==> src/cpuPkg.sv <==
package cpuPkg;

	// Datapath geometry, fixed by the encoding
	localparam int wordW = 16;        // Data, address and instruction width
	localparam int regCount = 4;      // Architectural registers
	localparam int regIdxW = 2;       // Bits to select one register
	localparam int addrFieldW = 11;   // Address field in bits 11:1

	// Opcodes live in bits 15:14
	localparam logic [1:0] opAdd = 2'b00;
	localparam logic [1:0] opLd = 2'b01;
	localparam logic [1:0] opSt = 2'b10;
	localparam logic [1:0] opBrz = 2'b11;

	// Next PC select codes
	localparam logic [1:0] pcSelInc = 2'b00;  // PC plus one
	localparam logic [1:0] pcSelRel = 2'b01;  // PC plus sign-extended offset
	localparam logic [1:0] pcSelReg = 2'b10;  // Jump to register value

	// Every instruction word parses both ways
	// Register fields are pulled out even when the opcode ignores them
	// Mode bit set means register addressing
	typedef union packed {
		struct packed {
			logic [1:0] opcode;
			logic [regIdxW-1:0] rd;       // Write target, or store source for ST absolute
			logic [regIdxW-1:0] rs1;      // Adder input A, address or branch target
			logic [regIdxW-1:0] rs2;      // Adder input B, store data
			logic [6:0] unused;
			logic mode;
		} regForm;
		struct packed {
			logic [1:0] opcode;
			logic [regIdxW-1:0] rd;
			logic [addrFieldW-1:0] addr;  // Absolute address or branch offset
			logic mode;
		} addrForm;
	} instrWord;

	// regForm bits
	//   15:14 opcode
	//   13:12 rd
	//   11:10 rs1
	//   9:8   rs2
	//   7:1   don't care
	//   0     mode
	//
	// addrForm bits
	//   15:14 opcode
	//   13:12 rd
	//   11:1  address field
	//   0     mode

endpackage

==> src/instrDecoder.sv <==
`timescale 1ns/1ps

module instrDecoder (
	input cpuPkg::instrWord instr,
	input logic zFlag,                                  // Zero flag from last ADD
	input logic rstN,
	output logic [1:0] nextPcSel,                       // Next PC source
	output logic [cpuPkg::regIdxW-1:0] rdSel,           // Write back index
	output logic [cpuPkg::regIdxW-1:0] rs1Sel,
	output logic [cpuPkg::regIdxW-1:0] rs2Sel,
	output logic regWrEn,
	output logic wbFromMem,                             // Write back from data memory
	output logic aluAdd,
	output logic dAddrFromReg,                          // Data address from rs1
	output logic dWe,
	output logic [cpuPkg::wordW-1:0] immAddr            // Extended address field
);

	logic writeReq;   // Register write before reset gating
	logic storeReq;   // Memory write before reset gating

	// Register fields are always extracted
	assign rdSel = instr.regForm.rd;
	assign rs1Sel = instr.regForm.rs1;

	// Nothing gets written while reset is low
	assign regWrEn = rstN & writeReq;
	assign dWe = rstN & storeReq;

	always_comb begin
		// Defaults describe a no-op that just steps the PC
		nextPcSel = cpuPkg::pcSelInc;
		rs2Sel = instr.regForm.rs2;
		writeReq = 1'b0;
		wbFromMem = 1'b0;
		aluAdd = 1'b0;
		dAddrFromReg = 1'b0;
		storeReq = 1'b0;
		immAddr = '0;

		case (instr.regForm.opcode)
			cpuPkg::opAdd: begin
				aluAdd = 1'b1;      // Sum and flag update
				writeReq = 1'b1;    // rd gets the sum
			end

			cpuPkg::opLd: begin
				wbFromMem = 1'b1;   // rd gets memory data
				writeReq = 1'b1;
				if (instr.addrForm.mode) begin
					dAddrFromReg = 1'b1;  // Address held in rs1
				end else begin
					// Zero fill the 11-bit field
					immAddr = {{(cpuPkg::wordW - cpuPkg::addrFieldW){1'b0}},
						instr.addrForm.addr};
				end
			end

			cpuPkg::opSt: begin
				storeReq = 1'b1;
				if (instr.addrForm.mode) begin
					dAddrFromReg = 1'b1;  // Address in rs1, data in rs2
				end else begin
					// Field bits overlap rs2, so data comes from rd
					rs2Sel = instr.addrForm.rd;
					immAddr = {{(cpuPkg::wordW - cpuPkg::addrFieldW){1'b0}},
						instr.addrForm.addr};
				end
			end

			cpuPkg::opBrz: begin
				if (!instr.addrForm.mode) begin
					// Signed offset relative to this PC
					immAddr = {{(cpuPkg::wordW - cpuPkg::addrFieldW)
						{instr.addrForm.addr[cpuPkg::addrFieldW-1]}},
						instr.addrForm.addr};
				end

				// Not taken unless the flag is set
				if (zFlag) begin
					if (instr.addrForm.mode) begin
						nextPcSel = cpuPkg::pcSelReg;  // Target in rs1
					end else begin
						nextPcSel = cpuPkg::pcSelRel;
					end
				end
			end

			default: begin
				nextPcSel = cpuPkg::pcSelInc;
			end
		endcase
	end

endmodule

==> src/regFile.sv <==
`timescale 1ns/1ps

module regFile (
	input logic clk,
	input logic rstN,
	input logic wrEn,
	input logic [cpuPkg::regIdxW-1:0] wrSel,
	input logic [cpuPkg::wordW-1:0] wrData,
	input logic [cpuPkg::regIdxW-1:0] rdSel1,
	input logic [cpuPkg::regIdxW-1:0] rdSel2,
	output logic [cpuPkg::wordW-1:0] rdData1,   // Read port 1, combinational
	output logic [cpuPkg::wordW-1:0] rdData2    // Read port 2, combinational
);

	// Four general registers
	logic [cpuPkg::wordW-1:0] regs [cpuPkg::regCount];

	// Single write port, takes effect at the edge
	always_ff @(posedge clk) begin
		if (!rstN) begin
			for (int i = 0; i < cpuPkg::regCount; i++) begin
				regs[i] <= '0;
			end
		end else if (wrEn) begin
			regs[wrSel] <= wrData;
		end
	end

	// No bypass
	// A read of the register being written still sees the old value
	assign rdData1 = regs[rdSel1];
	assign rdData2 = regs[rdSel2];

	// Port 1 feeds the address, branch target and adder A
	// Port 2 feeds adder B and the store data

endmodule

==> src/pcUnit.sv <==
`timescale 1ns/1ps

module pcUnit (
	input logic clk,
	input logic rstN,
	input logic [1:0] nextPcSel,                  // From decoder
	input logic [cpuPkg::wordW-1:0] immAddr,      // Sign-extended branch offset
	input logic [cpuPkg::wordW-1:0] regTarget,    // rs1 value for register branch
	output logic [cpuPkg::wordW-1:0] pc
);

	logic [cpuPkg::wordW-1:0] pcNext;
	logic [cpuPkg::wordW-1:0] pcInc;

	assign pcInc = pc + 1'b1;   // Wraps at the top of memory

	always_comb begin
		case (nextPcSel)
			cpuPkg::pcSelInc: begin
				pcNext = pcInc;
			end
			cpuPkg::pcSelRel: begin
				pcNext = pc + immAddr;  // Offset is relative to this instruction
			end
			default: begin
				// Register target, upper bit alone picks it
				pcNext = regTarget;
			end
		endcase
	end

	// Fetch starts at word 0 after reset
	always_ff @(posedge clk) begin
		if (!rstN) begin
			pc <= '0;
		end else begin
			pc <= pcNext;
		end
	end

endmodule

==> src/execUnit.sv <==
`timescale 1ns/1ps

module execUnit (
	input logic clk,
	input logic rstN,
	input logic aluAdd,                           // ADD in flight, update flag
	input logic wbFromMem,
	input logic dAddrFromReg,
	input logic [cpuPkg::wordW-1:0] opA,          // rs1 value
	input logic [cpuPkg::wordW-1:0] opB,          // rs2 value
	input logic [cpuPkg::wordW-1:0] immAddr,      // Zero-extended absolute address
	input logic [cpuPkg::wordW-1:0] dRData,       // Data memory read port
	output logic [cpuPkg::wordW-1:0] wbData,
	output logic [cpuPkg::wordW-1:0] dAddr,
	output logic zFlag
);

	logic [cpuPkg::wordW-1:0] sum;
	logic sumZero;

	// Adder, carry out discarded
	assign sum = opA + opB;
	assign sumZero = (sum == '0);

	// Flag only follows ADD
	// Loads, stores and branches leave it alone
	always_ff @(posedge clk) begin
		if (!rstN) begin
			zFlag <= 1'b0;
		end else if (aluAdd) begin
			zFlag <= sumZero;
		end
	end

	// Data address
	// Register form uses rs1, absolute form the instruction field
	assign dAddr = dAddrFromReg ? opA : immAddr;

	// Write back source
	assign wbData = wbFromMem ? dRData : sum;   // LD takes memory, ADD takes sum

endmodule

==> src/cpuCore.sv <==
`timescale 1ns/1ps

module cpuCore (
	input logic clk,
	input logic rstN,
	input logic [cpuPkg::wordW-1:0] instr,      // Instruction memory read data
	input logic [cpuPkg::wordW-1:0] dRData,     // Data memory read data
	output logic [cpuPkg::wordW-1:0] pc,        // Instruction memory address
	output logic [cpuPkg::wordW-1:0] dAddr,
	output logic [cpuPkg::wordW-1:0] dWData,
	output logic dWe                            // Data memory write strobe
);

	// Decoder controls
	logic [1:0] nextPcSel;
	logic [cpuPkg::regIdxW-1:0] rdSel;
	logic [cpuPkg::regIdxW-1:0] rs1Sel;
	logic [cpuPkg::regIdxW-1:0] rs2Sel;
	logic regWrEn;
	logic wbFromMem;
	logic aluAdd;
	logic dAddrFromReg;
	logic [cpuPkg::wordW-1:0] immAddr;   // Shared by exec and PC

	// Register read data
	logic [cpuPkg::wordW-1:0] rdData1;
	logic [cpuPkg::wordW-1:0] rdData2;

	// Exec results
	logic [cpuPkg::wordW-1:0] wbData;
	logic zFlag;                         // Loops back into decode

	// Decode, purely combinational
	instrDecoder decoder0 (
		.instr(cpuPkg::instrWord'(instr)),
		.zFlag(zFlag),
		.rstN(rstN),
		.nextPcSel(nextPcSel),
		.rdSel(rdSel),
		.rs1Sel(rs1Sel),
		.rs2Sel(rs2Sel),
		.regWrEn(regWrEn),
		.wbFromMem(wbFromMem),
		.aluAdd(aluAdd),
		.dAddrFromReg(dAddrFromReg),
		.dWe(dWe),
		.immAddr(immAddr)
	);

	// Registers, written at the end of the cycle
	regFile regs0 (
		.clk(clk),
		.rstN(rstN),
		.wrEn(regWrEn),
		.wrSel(rdSel),
		.wrData(wbData),
		.rdSel1(rs1Sel),
		.rdSel2(rs2Sel),
		.rdData1(rdData1),
		.rdData2(rdData2)
	);

	// Program counter
	pcUnit pc0 (
		.clk(clk),
		.rstN(rstN),
		.nextPcSel(nextPcSel),
		.immAddr(immAddr),
		.regTarget(rdData1),    // BRZ register target in rs1
		.pc(pc)
	);

	// Adder, flag and memory addressing
	execUnit exec0 (
		.clk(clk),
		.rstN(rstN),
		.aluAdd(aluAdd),
		.wbFromMem(wbFromMem),
		.dAddrFromReg(dAddrFromReg),
		.opA(rdData1),
		.opB(rdData2),
		.immAddr(immAddr),
		.dRData(dRData),
		.wbData(wbData),
		.dAddr(dAddr),
		.zFlag(zFlag)
	);

	// Store data straight from read port 2
	assign dWData = rdData2;

endmodule

==> config.mk <==
export PLATFORM = sky130hd
export DESIGN_NAME = cpuCore
export DESIGN_NICKNAME = d
export VERILOG_FILES = /design/src/cpuPkg.sv /design/src/instrDecoder.sv /design/src/regFile.sv /design/src/pcUnit.sv /design/src/execUnit.sv /design/src/cpuCore.sv
export SDC_FILE = /design/constraint.sdc
export NUM_CORES = 1
export LEC_CHECK = 0
export ABC_AREA = 1
export BUFFER_PORTS_ARGS = -buffer_cell sky130_fd_sc_hd__buf_2
export CORE_ASPECT_RATIO = 0.7
export CORE_UTILIZATION = 65
export CTS_BUF_LIST = sky130_fd_sc_hd__clkbuf_16
export CTS_CLUSTER_DIAMETER = 120
export DETAILED_ROUTE_END_ITERATION = 6
export PLACE_DENSITY_LB_ADDON = 0.08
export SLEW_MARGIN = 25
export SYNTH_ARGS = -nofsm -noshare
export SYNTH_HDL_FRONTEND = slang
export SYNTH_HIERARCHICAL = 1
export SYNTH_SLANG_ARGS = --single-unit
export TNS_END_PERCENT = 100
==> constraint.sdc <==
create_clock -name clk -period 6.9 [get_ports clk]
set_clock_uncertainty 0.1 [all_clocks]
set_input_delay 0.345 -clock clk [delete_from_list [all_inputs] [get_ports clk]]
set_output_delay 0.345 -clock clk [all_outputs]
set_load 0.05 [all_outputs]
==> results.md <==
- For this run, asynchronously set or reset flops after synthesis account for 0%.
- The row count is 31.
- The clock latency on the worst-skew pair is 0.35 ns.
- The unique cell type count in the Yosys netlist is 42.
- After clock tree synthesis, the clock-pin slew on the worst setup and hold paths is 0.07 ns.
- The final worst-path cycle share is 60.6%.
- The via count of the routed design is 7,114.
- The peak supply drop is 129 µV.
- Setup repair after global routing left no endpoint under its margin.
- The post-synth design cell area is 0.00709 mm².
- The largest net degree at the start of global routing is 35.
- The prevailing post-synth register cell is sky130_fd_sc_hd__edfxtp_1.
- In this run, the clock network consumes 31.4% of the power.
- For this run, the post-layout net count is 1,220.
- The sort of element at the start of the critical path is a primary input.
- After global routing the overflow that remains totals 0.
- Counting every sink on the clock net gives 81.
- The sequential share of power is 34.6%.
- After clock tree synthesis, the setup repair step added 0 buffers.
- The switching part of the total is 39.1%.
- In this run the tool buffered the top-level ports with 82 buffer cells.
- The post-layout minimum cycle time is 4.18 ns.
- The number of setup violations in the final report is 0.
- The number of diodes is 0.
- The top-area cell type share of the netlist area is 27.1%.
- The average instance area after synthesis is 6.46 µm².
- The area growth from synthesis to layout is 9.18%.
- The run finished with clean final reports.
- The die is 89.4 µm tall.
- The setup TNS is 0 ns.
- Hold repair after CTS inserted 0 buffers.
- The post-synthesis cell count is 1,097.
- STA puts the critical path data required time at 6.97 ns.
- The count of final max-slew check failures was 0.
- The die area is 0.0113 mm².
- For this configuration, the core starts out at a cell density of 67.7%.
- Along the worst path, the maximum fanout reaches 17.
- The total DRC errors in the routed layout is 0.
- The category of the most critical setup path is in -> reg.
- Data arrives at the worst endpoint at 4.26 ns.
- The kind of end point of the critical path is a flop.
- Dividing the detail-routed wire length by the instance count gives 15.7 µm.
- The total of cells resized after clock tree synthesis is 0.
- The post-synthesis cell type with the largest combined area is sky130_fd_sc_hd__edfxtp_1.
- The count of nets left with antenna violations once routing finished came out at 0.
- Across the run, the number of max-cap violations was 0.
- The slew at the pin closest to its max-slew limit is 1.07 ns.
- The final-report hold violation count is 0.
- 83 I/O pins were placed.
- Sorting the synthesized cells by how often they occur yields sky130_fd_sc_hd__nand2_1 (363), sky130_fd_sc_hd__inv_1 (196), sky130_fd_sc_hd__nor2_1 (118).
- The flip-flop and latch count after synthesis is 81.
- The total area inside the core boundary comes to 0.0105 mm².
- The clock buffer count from CTS is 9.
- After synthesis, the cell types taking the most area are sky130_fd_sc_hd__edfxtp_1 (27%), sky130_fd_sc_hd__nand2_1 (19%), sky130_fd_sc_hd__inv_1 (10%).
- At the end of routability-driven placement, the weighted congestion stood at 0.991.
- In this run, the combinational gates consume 34.0% of the power.
- The final HPWL from detailed placement is 14,700 µm.
- The die boundary width is 127 µm.
- The length of the first detailed-routing pass in iterations is 6.
- The H-tree was split into 3 levels.
- TritonCTS built the clock tree.
- The post-detailed-routing wire length is 20,200 µm.
- The net switching component of the power is 0.000629 W.
- The worst min-delay path category is in -> reg.
- The internal power consumption is 0.000979 W.
- The leakage power is 4.36 nW.
- The via count of the first global-routing pass is 6,178.
- In the post-synthesis netlist, the cell with the most instances is sky130_fd_sc_hd__nand2_1.
- Global routing consumed, over all layers together, 36.6% of the routing resources.
- The peak clock frequency supported by timing is 239 MHz.
- The clock tree root driver cell is sky130_fd_sc_hd__clkbuf_16.
- The global-route wire length before repair is 31,500 µm.
- The number of design-rule violations left by the first detailed-router iteration is 932.
- The net count of the mapped netlist is 1,168.
- Using the TritonRoute via totals, the vias-per-cell ratio works out to 5.53.
- The number of antenna violations at the first check in global routing is 0.
- The warning count from the yosys run is 6.
- The clock passes through at most 2 buffers.
- Yosys mapped a number of flops with a built-in enable equal to 64.
- The sum of internal, switching and leakage power is 0.00161 W.
- The fraction of final layout cells sized beyond drive strength 1 is 14.4%.
- The worst-case headroom to the max-slew limit is 28.0%.
- The portion of the post-synthesis area used by sequential elements is 31.9%.
- In this run the power density over the cells is 208 mW/mm².
## critical path, stage by stage
cell	delay [ns]
sky130_fd_sc_hd__buf_2	0.11
sky130_fd_sc_hd__inv_1	0.11
sky130_fd_sc_hd__ha_1	0.22
sky130_fd_sc_hd__nand2_1	0.09
sky130_fd_sc_hd__nand2_1	0.06
sky130_fd_sc_hd__nand2_1	0.41
sky130_fd_sc_hd__inv_1	0.66
sky130_fd_sc_hd__nand3_1	0.15
sky130_fd_sc_hd__nand2_1	0.15
sky130_fd_sc_hd__ha_1	0.18
sky130_fd_sc_hd__inv_1	0.06
sky130_fd_sc_hd__fa_1	0.42
sky130_fd_sc_hd__inv_1	0.10
sky130_fd_sc_hd__nand2_1	0.06
sky130_fd_sc_hd__nand2_1	0.06
sky130_fd_sc_hd__nand3_1	0.09
sky130_fd_sc_hd__nand2_1	0.14
sky130_fd_sc_hd__nand2_1	0.07
sky130_fd_sc_hd__nand2_1	0.08
sky130_fd_sc_hd__xor2_1	0.22
sky130_fd_sc_hd__nand2_1	0.08
sky130_fd_sc_hd__nand2_1	0.07
sky130_fd_sc_hd__inv_1	0.10
sky130_fd_sc_hd__nor3_1	0.20
## metal layers
metal | routed length, µm | up-vias | part of all wire (%) | global-route usage (%)
met2 | 8350 | 461 | 41 | 54.4
met1 | 8720 | 3118 | 43 | 52.6
met4 | 539 | 0 | 2.7 | 14.3
li1 | - | 3480 | - | -
met5 | 0 | - | 0 | 0
met3 | 2540 | 55 | 13 | 7.42
## logic make-up after synthesis
group / count (synthesis) / synth area share [%]
adder cells (fa/ha/maj): 37 / 6.74
AND/OR/NAND/NOR: 660 / 39.9
buffers and inverters: 248 / 14.3
XOR/XNOR: 10 / 1.24
AO/OA/AOI/OAI: 46 / 3.51
multiplexers: 15 / 2.38
flip-flops: 81 / 31.9
## flip-flops by register name, summed over array words and instances (netlist names)
name,flops
exec0/zFlag,1
regs0/regs,64
pc0/pc,16
## through the flow
stage | instances | hold WS [ns] | worst slack, ns | instance area (µm²) | utilization, %
2_1_floorplan | 1097 | 0.353 | 3.31 | 7090 | -
3_3_place_gp | 1270 | 0.372 | 2.59 | 7440 | 71.0
3_5_place_dp | 1270 | 0.363 | 2.54 | 7440 | 71.0
4_1_cts | 1286 | 0.261 | 2.82 | 7740 | 73.9
5_1_grt | 1286 | 0.283 | 2.41 | 7740 | 73.9
6_report | 1286 | 0.267 | 2.72 | 7740 | 73.9
## final timing paths
kind | startpoint | end | slack (ns) | cells past startpoint
worst max-delay path | instr[14] | regs0/regs[2][10]$_SDFFCE_PN0P_ | 2.72 | 24
worst min register to register | exec0/zFlag$_SDFFE_PN0P_ | exec0/zFlag$_SDFFE_PN0P_ | 0.38 | 2
worst min-delay path | rstN | exec0/zFlag$_SDFFE_PN0P_ | 0.27 | 3
worst max register to register | exec0/zFlag$_SDFFE_PN0P_ | pc0/pc[14]$_SDFF_PN0_ | 3.39 | 16
## power groups by stage
stage          logic [W]  registers [W]  clock network (W)
2_1_floorplan   0.000398       0.000570                  0
6_report        0.000547       0.000556           0.000505
3_3_place_gp    0.000524       0.000566                  0
4_1_cts         0.000535       0.000556           0.000506
3_5_place_dp    0.000530       0.000567                  0
5_1_grt         0.000597       0.000558           0.000526
## placed cells by master, fill, tap and decap left out, drive strengths merged, types with 7 or more instances in the layout
| cell type | synthesis | final |
|---|---|---|
| mux2 | 15 | 15 |
| inv | 205 | 207 |
| clkbuf | 11 | 9 |
| ha | 35 | 35 |
| buf | 32 | 84 |
| dfxtp | 17 | 17 |
| nor3 | 23 | 23 |
| nand3 | 102 | 102 |
| xor2 | 7 | 7 |
| nor2 | 142 | 142 |
| nand2 | 376 | 376 |
| edfxtp | 64 | 64 |
| o21ai | 21 | 21 |
| a21oi | 19 | 19 |
## final cells by class
class,count,area [µm²]
inverter,205,772
fill,875,2730
clock buffer,9,225
timing repair buffer,84,425
sequential,81,2260
clock inverter,7,78.8
multi-input combinational,768,3810
tap,132,165
Power figures use the tool's default switching activity.
